$ cat src/verilog/rv_config.svh
`ifndef RV_CONFIG_SVH
`define RV_CONFIG_SVH

// ==========================================================================
// receiver sizing
// ==========================================================================

// copies per set. the pair flags and the vote mask are sized for five
`define RV_NUM_COPIES 5

// byte index of the copy ID within a frame, counting from 0
`define RV_ID_OFFSET 22

// payload bytes kept per copy, the rest is dropped
`define RV_BUF_DEPTH 256

// buffer address width, log2 of the depth
`define RV_ADDR_W 8

`endif

$ cat src/verilog/rv_frame_pkg.sv
`default_nettype none

`include "rv_config.svh"

package rv_frame_pkg;

	typedef logic [7:0] byte_t;
	typedef logic [2:0] copy_id_t;                    // 1..5 valid
	typedef logic [`RV_ADDR_W-1:0] addr_t;

	// one bit wider than addr_t so that overflow past the depth shows
	typedef logic [`RV_ADDR_W:0] pay_idx_t;

	// ======================================================================
	// parser output, one event per cycle
	// ======================================================================
	typedef struct packed {
		logic     id_valid;                           // ID byte this cycle
		copy_id_t id;
		logic     pay_valid;                          // payload byte this cycle
		pay_idx_t pay_idx;                            // saturates at all ones
		byte_t    data;
		logic     frame_end;                          // rx_en has dropped
	} frame_beat_t;

	// write into one copy buffer
	typedef struct packed {
		logic     we;
		copy_id_t id;
		addr_t    addr;
		byte_t    data;
	} buf_wr_t;

endpackage

`default_nettype wire

$ cat src/verilog/frame_parser.sv
`default_nettype none

`include "rv_config.svh"

module frame_parser import rv_frame_pkg::*; (
	input  logic        clk,
	input  logic        rst,
	input  logic        rx_en,
	input  byte_t       rx_data,
	output frame_beat_t beat
);

	localparam int POS_W = $clog2(`RV_ID_OFFSET + 2);
	localparam logic [POS_W-1:0] POS_ID  = POS_W'(`RV_ID_OFFSET);
	localparam logic [POS_W-1:0] POS_PAY = POS_W'(`RV_ID_OFFSET + 1);

	logic             rx_en_q;
	byte_t            rx_data_q;
	logic [POS_W-1:0] pos_cnt;                        // stops once past the ID
	pay_idx_t         pay_cnt;
	logic             is_id;
	logic             is_pay;
	logic             is_end;

	always_ff @(posedge clk) begin
		rx_data_q <= rx_data;
	end

	assign is_id  = rx_en_q && (pos_cnt == POS_ID);
	assign is_pay = rx_en_q && (pos_cnt == POS_PAY);
	assign is_end = !rx_en_q && (pos_cnt != '0);     // nonzero only after a frame

	always_ff @(posedge clk) begin
		if (rst) begin
			rx_en_q <= 1'b0;
			pos_cnt <= '0;
			pay_cnt <= '0;
			beat    <= '0;
		end else begin
			rx_en_q <= rx_en;
			if (rx_en_q) begin
				if (pos_cnt != POS_PAY)
					pos_cnt <= pos_cnt + 1'b1;
				if (is_pay && (pay_cnt != '1))
					pay_cnt <= pay_cnt + 1'b1;    // hold at max on long frames
			end else begin
				pos_cnt <= '0;
				pay_cnt <= '0;
			end
			beat.id_valid  <= is_id;
			beat.id        <= rx_data_q[2:0];     // low bits carry the copy number
			beat.pay_valid <= is_pay;
			beat.pay_idx   <= pay_cnt;
			beat.data      <= rx_data_q;
			beat.frame_end <= is_end;
		end
	end

endmodule

`default_nettype wire

$ cat config.mk
export PLATFORM = sky130hd
export DESIGN_NAME = frame_parser
export DESIGN_NICKNAME = d
export VERILOG_FILES = /design/src/verilog/rv_frame_pkg.sv /design/src/verilog/frame_parser.sv
export VERILOG_INCLUDE_DIRS = /design/src /design/src/verilog
export SDC_FILE = /design/constraint.sdc
export NUM_CORES = 1
export LEC_CHECK = 0
export ABC_AREA = 1
export CELL_PAD_IN_SITES_DETAIL_PLACEMENT = 0
export CELL_PAD_IN_SITES_GLOBAL_PLACEMENT = 1
export CORE_ASPECT_RATIO = 0.8
export CORE_UTILIZATION = 48
export DETAILED_ROUTE_END_ITERATION = 10
export DONT_BUFFER_PORTS = 1
export PLACE_DENSITY = 0.82
export SLEW_MARGIN = 30
export SYNTH_ARGS = -nofsm -noshare
export SYNTH_HDL_FRONTEND = slang
export SYNTH_SLANG_ARGS = --single-unit
export TNS_END_PERCENT = 100
$ cat constraint.sdc
create_clock -name clk -period 2.4 [get_ports clk]
set_input_delay 0.12 -clock clk [delete_from_list [all_inputs] [get_ports clk]]
set_output_delay 0.12 -clock clk [all_outputs]
set_load 0.02 [all_outputs]
==> results_dict.tcl, run 1 <==
set metrics [dict create \
    dp_hpwl_mm 1.67 \
    cts_inserted_buffers 5 \
    hold_buffers 10 \
    p_int_w 0.000945 \
    fillers 282 \
    core-area_mm2 0.00289 \
    status "completed" \
    grt_pass1_wl_mm 4.15 \
    synthMuxAreaShare_pct 0 \
    finalWorstSetupSlack_ns 0.590 \
    synthAdderAreaFrac_pct 4.10 \
    synth_xor_area_share_pct 2.29 \
    cp-start-kind "flip-flop" \
    use_met2_pct 26.0 \
    critical_path.endpoint "pay_cnt[0]" \
    vdd_drop_max_uv 466 \
    placed_area_mm2 0.00154 \
    use_met1_pct 20.6 \
    grt_pass1_vias 954 \
    fin_nets 203 \
    rows 17 \
    synthesis.area_mm2 0.00153 \
    io_buffers 0 \
    start_util_pct 52.8 \
    num_vias 1061 \
    fin_crit_sh_pct 75.4 \
    cp_max_fo 7 \
    synth_compound_area_share_pct 5.32 \
    worstSetupEndpointType "flip-flop" \
    antennaDiodeCount 0 \
    syn_inst 175 \
    cts_root_buf "clkbuf_8" \
    fin_skew_ns 0.00603 \
    rr_worst_depth 8 \
    r2r-end "pay_cnt[0]" \
    grt.busiest_layer "met2" \
    p_switching_w 0.000268 \
    maxSlewHeadroom_pct 46.8 \
    yosys_warnings 0 \
    pre_cts_slack_ns 0.576 \
    cts_setup_buffers 0 \
    max_cap_viol_count 0 \
    clkSinkCount 43 \
    grt-ovfl-total 0 \
    cts_tree "yes" \
    min_period_ns 1.81 \
    ys_types 21 \
    yosysSeqAreaShare_pct 56.3 \
    leakagePower_nw 0.708 \
    combPwrFrac_pct 2.7 \
    wire_per_inst_um 10.8 \
    drc_errors 0 \
    cp.required_ns 2.63 \
    hold_viol_final 0 \
    powerDensity_mw_per_mm2 702 \
    ctsResizeCount 0 \
    gp_congestion 0.831 \
    holdCritPathClass "input port to flip-flop" \
    setup_tns_ns 0 \
    synth-seq-cells 43 \
    hold_ws_ns 0.371 \
    die_h_um 52.5 \
    grt_util_all_layers_pct 17.1 \
    num_io_pins 34 \
    die-area_mm2 0.00341 \
    wl_mm 2.44 \
    grt_start_max_net_pins 21 \
    ff2ff_setup_slack_ns 0.59 \
    netSwitchingFraction_pct 22.1 \
    synthToLayoutAreaGrowth_pct 13.0 \
    worstSetupPathType "flip-flop to flip-flop" \
    routed_via_density 4.69 \
    p_seq_share_pct 61.8 \
    synth.net_count 191 \
    antenna_found_initial 0 \
    arrival_ns 2.04 \
    rr_startpoint "pay_cnt[0]" \
    use_met3_pct 6.09 \
    h-tree-depth 2 \
    fp.dieW_um 65.1 \
    drive_gt1_share_pct 8.51 \
    ant_nets 0 \
    clockBufferDepth 2 \
    rsz0062_at_grt "false" \
    power_frac_clock_pct 35.5 \
    path_clk_slew_ns 0.08 \
    fmax_ghz 0.552 \
    dr.pass1.iters 4 \
    final_area_mm2 0.00173 \
    worstMarginPinSlew_ns 0.796 \
    worstSkewPairLatency_ns 0.29 \
    slew_violations 0 \
    synthSimpleGateAreaFrac_pct 22.2 \
    crit_start "pay_cnt[0]" \
    synth.avg_cell_area_um2 8.73 \
    drt_iter0_drc 39 \
    synth_top_family_by_area "simple AND/OR/NAND/NOR gates" \
    finalSetupViolations 0 \
]
-- stage by stage --
step	power, W	cells	util (%)
after global placement	0.000781	208	53.3
after floorplan	0.000786	175	-
after detailed placement	0.000782	208	53.3
final	0.00121	226	59.7
after global routing	0.00126	226	59.7
after CTS	0.00123	226	59.7
-- synth_stat cells (all sizes together) --
cell    count  share of area (%)
buf         5                2.1
a211oi      1               0.49
nand2      30                8.5
ha          5                4.1
a21oi       9                2.9
nand3       7                2.3
o21ai       4                1.3
a311oi      1               0.57
nand4       1               0.41
nor2       32                9.9
xor2        4                2.3
dfxtp      43                 56
nor4        1               0.41
nor3        1               0.66
inv        31                7.6
-- cells in the final DEF, fill, tap and decap left out, types with 3 or more instances in the layout --
| cell type | synthesis | routed |
|---|---|---|
| a21oi_1 | 9 | 9 |
| clkbuf_8 | 0 | 5 |
| clkinv_2 | 0 | 3 |
| dfxtp_1 | 43 | 43 |
| dlygate4sd3_1 | 0 | 10 |
| ha_1 | 5 | 5 |
| inv_1 | 30 | 30 |
| nand2_1 | 27 | 27 |
| nand3_1 | 7 | 7 |
| nor2_1 | 29 | 29 |
| o21ai_0 | 4 | 4 |
| xor2_1 | 4 | 4 |
-- state kept, by name, summed over array words and instances (netlist names) --
| register | count |
|---|---|
| pay_cnt | 9 |
| beat | 20 |
| rx_data_q | 8 |
| pos_cnt | 5 |
| rx_en_q | 1 |
-- logic make-up (layout without fill, tap and decap cells) --
| family | count (synthesis) | after routing |
|---|---|---|
| buffers and inverters | 36 | 49 |
| flip-flops | 43 | 43 |
| AO/OA/AOI/OAI | 15 | 15 |
| adder cells (fa/ha/maj) | 5 | 5 |
| XOR/XNOR | 4 | 4 |
| AND/OR/NAND/NOR | 72 | 72 |
-- worst max-delay path: stages (launching register included) --
cell,delay [ns]
dfxtp_1,0.38
ha_1,0.22
nand3_1,0.12
nor4_1,0.19
ha_1,0.31
inv_1,0.08
nand2_1,0.21
nand2_1,0.09
a21oi_1,0.14
-- worst min path at each step --
stage                from      endpoint  slack, ns  cells past startpoint
2_1_floorplan  rx_data[0]  rx_data_q[0]       0.15                      0
3_3_place_gp   rx_data[7]  rx_data_q[7]       0.15                      0
3_5_place_dp   rx_data[3]  rx_data_q[3]       0.15                      0
4_1_cts        rx_data[2]  rx_data_q[2]       0.37                      1
5_1_grt        rx_data[4]  rx_data_q[4]       0.37                      1
6_report       rx_data[4]  rx_data_q[4]       0.37                      1
-- layer usage --
metal / vias up / wire length, um
li1: 553 / -
met1: 478 / 1200
met2: 22 / 1040
met3: 8 / 123
met4: 0 / 68
met5: - / 0
-- layout make-up --
class                      instances  area [um2]  area share, %
clock buffer                       5        68.8           3.99
multi-input combinational         96         518           30.0
timing repair buffer              10         100           5.80
inverter                          31         116           6.74
tap                               38        47.5           2.75
sequential                        43         861           49.9
clock inverter                     3        15.0          0.870
-- power by group through the flow --
stage | clock network (W) | logic (W) | registers [W]
3_5_place_dp | 0 | 0.0000154 | 0.000767
3_3_place_gp | 0 | 0.0000148 | 0.000767
5_1_grt | 0.000471 | 0.0000381 | 0.000752
2_1_floorplan | 0 | 0.0000242 | 0.000761
4_1_cts | 0.000444 | 0.0000333 | 0.000750
6_report | 0.000430 | 0.0000329 | 0.000750
Note: power is estimated with default switching activity, not from simulation.
==> inputs of run 2 (changes only) <==
--- a/config.mk
+++ b/config.mk
@@ -10,10 +10,10 @@
 export CELL_PAD_IN_SITES_DETAIL_PLACEMENT = 0
 export CELL_PAD_IN_SITES_GLOBAL_PLACEMENT = 1
 export CORE_ASPECT_RATIO = 0.8
-export CORE_UTILIZATION = 48
+export CORE_UTILIZATION = 40
 export DETAILED_ROUTE_END_ITERATION = 10
 export DONT_BUFFER_PORTS = 1
-export PLACE_DENSITY = 0.82
+export PLACE_DENSITY = 0.74
 export SLEW_MARGIN = 30
 export SYNTH_ARGS = -nofsm -noshare
 export SYNTH_HDL_FRONTEND = slang
==> constraint.sdc (replaced) <==
create_clock -name clk -period 1.5 [get_ports clk]
set_input_delay 0.075 -clock clk [delete_from_list [all_inputs] [get_ports clk]]
set_output_delay 0.075 -clock clk [all_outputs]
set_load 0.02 [all_outputs]
==> run 2 against run 1 <==
Final cell count increased by 8.8%. Combinational power increased by 76%. Sequential share of layout area decreased by 5.6 points. Setup slack got worse by 0.54 ns. Fmax increased by 25%. Clock power increased by 120%. Register-to-register slack got worse by 0.54 ns. Largest cell class unchanged. Largest power group unchanged.
==> results_dict.tcl, run 2 (synthesis results as in run 1) <==
set metrics [dict create \
    wl_mm 2.64 \
    largestRegisters "beat: 20 flops, pay_cnt: 9 flops, rx_data_q: 8 flops" \
    max_cap_viol_count 0 \
    clockBufferDepth 2 \
    ff2ff_setup_slack_ns 0.05 \
    synthToLayoutAreaGrowth_pct 27.8 \
    cp_max_fo 4 \
    io_buffers 0 \
    r2r-end "pay_cnt[5]" \
    cts_inserted_buffers 5 \
    largest_reg_flops 20 \
    worstSkewPairLatency_ns 0.28 \
    grt_start_max_net_pins 18 \
    multi_input_area_um2 568 \
    ff_latch_area_um2 863 \
    die_h_um 57.3 \
    path_buf_inv 3 \
    cp_common_cell "nand2_1" \
    grt_pass1_wl_mm 4.44 \
    arrival_ns 1.68 \
    cp_cell_sequence "inv_1 > nor4_4 > ha_2 > inv_2 > nand3_2 > inv_1 > nand2_1 > nor2_1 > nand2_1 > nand2_1 > nor2_1" \
    rr_worst_depth 11 \
    cp_slowest_stage_delay_ns 0.37 \
    gp_congestion 0.739 \
    cts_tree "yes" \
    finalSetupViolations 0 \
    rsz0062_at_grt "true" \
    p_int_w 0.00174 \
    h-tree-depth 2 \
    power_frac_clock_pct 42.5 \
    combPwrFrac_pct 2.7 \
    start_util_pct 43.1 \
    wire_per_inst_um 10.7 \
    num_io_pins 34 \
    antennaDiodeCount 0 \
    grt_pass1_vias 1025 \
    drive_gt1_share_pct 19.1 \
    antenna_found_initial 0 \
    path_delay_family "simple AND/OR/NAND/NOR gates" \
    holdCritPathClass "input port to flip-flop" \
    fp.dieW_um 71.1 \
    worstMarginPinSlew_ns 0.718 \
    slew_violations 0 \
    dp_hpwl_mm 1.78 \
    final_util_pct 55.1 \
    hold_ws_ns 0.329 \
    min_period_ns 1.45 \
    netSwitchingFraction_pct 20.2 \
    rr_startpoint "pay_cnt[6]" \
    worstSetupEndpointType "flip-flop" \
    critPathSlowestCell "dfxtp_1" \
    crit_start "pay_cnt[6]" \
    grt_util_all_layers_pct 14.4 \
    p_seq_share_pct 54.8 \
    setup_tns_ns 0 \
    vdd_drop_max_uv 783 \
    critical_path.endpoint "pay_cnt[5]" \
    p_switching_w 0.000442 \
    final_common_cell "dfxtp_1" \
    path_clk_slew_ns 0.08 \
    hold_viol_final 0 \
    num_vias 1107 \
    status "completed" \
    fin_nets 219 \
    worstSetupPathType "flip-flop to flip-flop" \
    min-delay-start "rx_data[7]" \
    fillers 310 \
    die-area_mm2 0.00407 \
    maxSlewHeadroom_pct 52.1 \
    grt-ovfl-total 0 \
    placed_area_mm2 0.00167 \
    core-area_mm2 0.00354 \
    fin_crit_sh_pct 96.4 \
    drt_iter0_drc 35 \
    leakagePower_nw 0.834 \
    ant_nets 0 \
    cp.required_ns 1.73 \
    powerDensity_mw_per_mm2 1120 \
    routed_via_density 4.50 \
    rows 19 \
    dr.pass1.iters 6 \
    fin_skew_ns 0.00539 \
    regMostFlops "beat" \
    clkSinkCount 43 \
    cts_root_buf "clkbuf_8" \
    cp-start-kind "flip-flop" \
    final_cell_mix "dfxtp_1, nor2_1, inv_1" \
    cp.depth 11 \
    final_area_mm2 0.00195 \
    drc_errors 0 \
    fmax_ghz 0.691 \
]
==> run 2: stage by stage <==
step           power [W]  setup slack [ns]  std cells
5_1_grt          0.00228           -0.0610        246
3_5_place_dp     0.00125            -0.120        224
4_1_cts          0.00221            0.0176        245
6_report         0.00219            0.0537        246
2_1_floorplan    0.00126           -0.0699        175
3_3_place_gp     0.00125           -0.0260        224
==> run 2: worst min-delay path by stage <==
stage / end / slack, ns / cells past startpoint
finish: rx_data_q[7] / 0.33 / 1
floorplan: rx_data_q[0] / 0.10 / 0
global route: rx_data_q[1] / 0.31 / 1
global placement: rx_data_q[2] / 0.10 / 0
detailed placement: rx_data_q[5] / 0.10 / 0
CTS: rx_data_q[7] / 0.32 / 1
==> run 2: timing repair <==
| action | CTS | global route |
|---|---|---|
| pin swaps | 2 | 1 |
| endpoints found under the setup margin | 9 | 10 |
| resized for setup | 1 | 4 |
| hold buffers | 13 | 0 |
| hold endpoints to repair | 33 | 0 |
| setup buffers | 0 | 1 |
==> run 2: power groups by stage <==
stage | Clock, W | Combinational (W) | Sequential, W
detailed placement | 0 | 0.0000280 | 0.00123
CTS | 0.000957 | 0.0000577 | 0.00120
finish | 0.000929 | 0.0000580 | 0.00120
floorplan | 0 | 0.0000388 | 0.00122
global route | 0.00101 | 0.0000652 | 0.00120
global placement | 0 | 0.0000272 | 0.00123
==> run 2: worst reg2reg max path: cells and delay by family (launching register included) <==
family | cells | cell delay [ns]
buffers and inverters | 3 | 0.20
flip-flops | 1 | 0.37
adder cells (fa/ha/maj) | 1 | 0.23
AND/OR/NAND/NOR | 7 | 0.60
==> run 2: cell type report <==
| type | instances | share of cell area [%] |
|---|---|---|
| well taps | 42 | 2.69 |
| clock inverters | 2 | 1.99 |
| clock buffers | 6 | 4.23 |
| repair buffers | 26 | 11.8 |
| flip-flops and latches | 43 | 44.2 |
| inverters | 31 | 5.96 |
| multi-input cells | 96 | 29.1 |
==> run 2: per-layer routing <==
metal  vias to the layer above  track usage (%)  part of all wire, %
met3                         2             5.48                  6.4
met5                         -                0                    0
li1                        587                -                    -
met2                        33             23.2                   43
met1                       485             17.9                   50
met4                         0             5.14                 0.61
==> inputs of run 3 (changes only) <==
--- a/config.mk
+++ b/config.mk
@@ -7,13 +7,14 @@
 export NUM_CORES = 1
 export LEC_CHECK = 0
 export ABC_AREA = 1
-export CELL_PAD_IN_SITES_DETAIL_PLACEMENT = 0
-export CELL_PAD_IN_SITES_GLOBAL_PLACEMENT = 1
+export CELL_PAD_IN_SITES_DETAIL_PLACEMENT = 1
+export CELL_PAD_IN_SITES_GLOBAL_PLACEMENT = 2
 export CORE_ASPECT_RATIO = 0.8
-export CORE_UTILIZATION = 40
+export CORE_UTILIZATION = 32
 export DETAILED_ROUTE_END_ITERATION = 10
 export DONT_BUFFER_PORTS = 1
 export PLACE_DENSITY = 0.74
+export SETUP_SLACK_MARGIN = 0.2
 export SLEW_MARGIN = 30
 export SYNTH_ARGS = -nofsm -noshare
 export SYNTH_HDL_FRONTEND = slang
==> run 3 against run 2 <==
The flow now finishes with violations (setup timing). Wire length is 39% higher. Final cell count is 15% higher. Register-to-register slack worse by 0.11 ns. Clock skew is 0.0019 ns lower. Fmax is 6.8% lower. Largest cell class unchanged. Highest routed layer unchanged.
==> results_dict.tcl, run 3 (synthesis results as in run 1) <==
set metrics [dict create \
    clockBufferDepth 2 \
    ant_nets 0 \
    die_h_um 63.8 \
    gp_congestion 0.760 \
    dp_hpwl_mm 2.28 \
    worstSetupPathType "flip-flop to flip-flop" \
    finalWorstSetupSlack_ns -0.0520 \
    wire_per_inst_um 13.0 \
    largestRegisters "beat: 20 flops, pay_cnt: 9 flops, rx_data_q: 8 flops" \
    drc_errors 0 \
    rows 22 \
    vdd_drop_max_uv 563 \
    grt_start_max_net_pins 18 \
    final_common_cell "dfxtp_1" \
    hold_viol_final 0 \
    drive_gt1_share_pct 27.8 \
    start_util_pct 33.2 \
    pre_cts_slack_ns -0.198 \
    min_period_ns 1.55 \
    grt-ovfl-total 0 \
    max_cap_viol_count 0 \
    setup_tns_ns -0.325 \
    antennaDiodeCount 0 \
    fin_crit_sh_pct 103 \
    cp_max_fo 7 \
    clkSinkCount 43 \
    arrival_ns 1.78 \
    routed_via_density 4.45 \
    rsz0062_at_grt "true" \
    grt_util_all_layers_pct 16.2 \
    slew_violations 0 \
    powerDensity_mw_per_mm2 937 \
    cts_inserted_buffers 5 \
    maxSlewHeadroom_pct 73.4 \
    wl_mm 3.67 \
    final_cell_count_no_fill 283 \
    final_cell_mix "dfxtp_1, inv_1, nor2_1" \
    worstSetupEndpointType "flip-flop" \
    worstMarginPinSlew_ns 0.399 \
    finalSetupViolations 9 \
    worstSkewPairLatency_ns 0.29 \
    leakagePower_nw 0.927 \
    grt_pass1_wl_mm 6.06 \
    fp.dieW_um 79.3 \
    fin_skew_ns 0.00348 \
    num_io_pins 34 \
    cp-start-kind "flip-flop" \
    grt_pass1_vias 1332 \
    fmax_ghz 0.644 \
    regMostFlops "beat" \
    path_clk_slew_ns 0.08 \
    fin_total_pwr_w 0.00204 \
    core-area_mm2 0.00460 \
    cts_root_buf "clkbuf_8" \
    die-area_mm2 0.00506 \
    holdCritPathClass "input port to flip-flop" \
    cts_tree "yes" \
    cp.required_ns 1.73 \
    status "finished with violations" \
    largest_reg_flops 20 \
    io_buffers 0 \
    fin_nets 238 \
    drt_iter0_drc 26 \
    antenna_found_initial 0 \
    num_vias 1260 \
    dr.pass1.iters 4 \
    h-tree-depth 2 \
    synthToLayoutAreaGrowth_pct 42.8 \
    violations "setup timing" \
    dp.cells 241 \
]
## run 3: cell types whose count changed in the layout (fill, tap and decap cells not counted), sizes merged
cell / before / now
buf: 13 / 20
bufinv: 1 / 0
clkinvlp: 0 / 1
clkinv: 0 / 1
dlymetal6s4s: 1 / 0
inv: 32 / 31
dlygate4sd3: 12 / 25
## run 3: what timing repair did
item | CTS | global route
resized for setup | 9 | 14
endpoints found under the hold margin | 33 | 1
setup buffers | 3 | 6
setup endpoints to repair | 9 | 13
hold buffers | 25 | 1
pin swaps | 9 | 8
cloned | 0 | 0
## run 3: routing by layer
metal	global-route usage (%)	up-vias	share of wire [%]
met1	17.9	599	42
li1	-	622	-
met3	4.86	10	4.9
met5	0	-	0
met2	27.9	29	51
met4	8.18	0	2.3
## run 3: area by class of cell
type	count	area [um2]
clock inverter	2	16.3
multi-input combinational	96	618
tap	60	75.1
inverter	31	116
sequential	43	868
clock buffer	6	82.6
timing repair buffer	45	404
fill	525	2420
## run 3: path summary, 6_finish.rpt
kind | startpoint | to | slack [ns] | cells after the start
max | pay_cnt[0] | pay_cnt[6] | -0.05 | 9
min | rx_data[2] | rx_data_q[2] | 0.32 | 1
max reg2reg | pay_cnt[0] | pay_cnt[6] | -0.05 | 9
min reg2reg | rx_data_q[7] | beat[8] | 0.41 | 2
## run 3: worst max-delay path: stages (launching register included)
cell     delay, ns
dfxtp_4       0.36
ha_4          0.17
nand3_4       0.09
nor4_4        0.04
ha_2          0.20
buf_4         0.13
buf_6         0.11
nor2_8        0.18
nand2_1       0.08
a21oi_1       0.12
## run 3: where the power goes
part	total (W)	switching (W)	internal [W]
clock	0.000771	0.000396	0.000375
sequential	0.00120	0.0000325	0.00117
combinational	0.0000753	0.0000299	0.0000453
## run 3: metrics by stage
step / area, um2 / hold WS, ns / util (%)
2_1_floorplan: 1560 / 0.103 / -
3_3_place_gp: 1690 / 0.103 / 36.7
3_5_place_dp: 1690 / 0.103 / 36.7
4_1_cts: 2100 / 0.309 / 45.6
5_1_grt: 2180 / 0.311 / 47.4
6_report: 2180 / 0.323 / 47.4
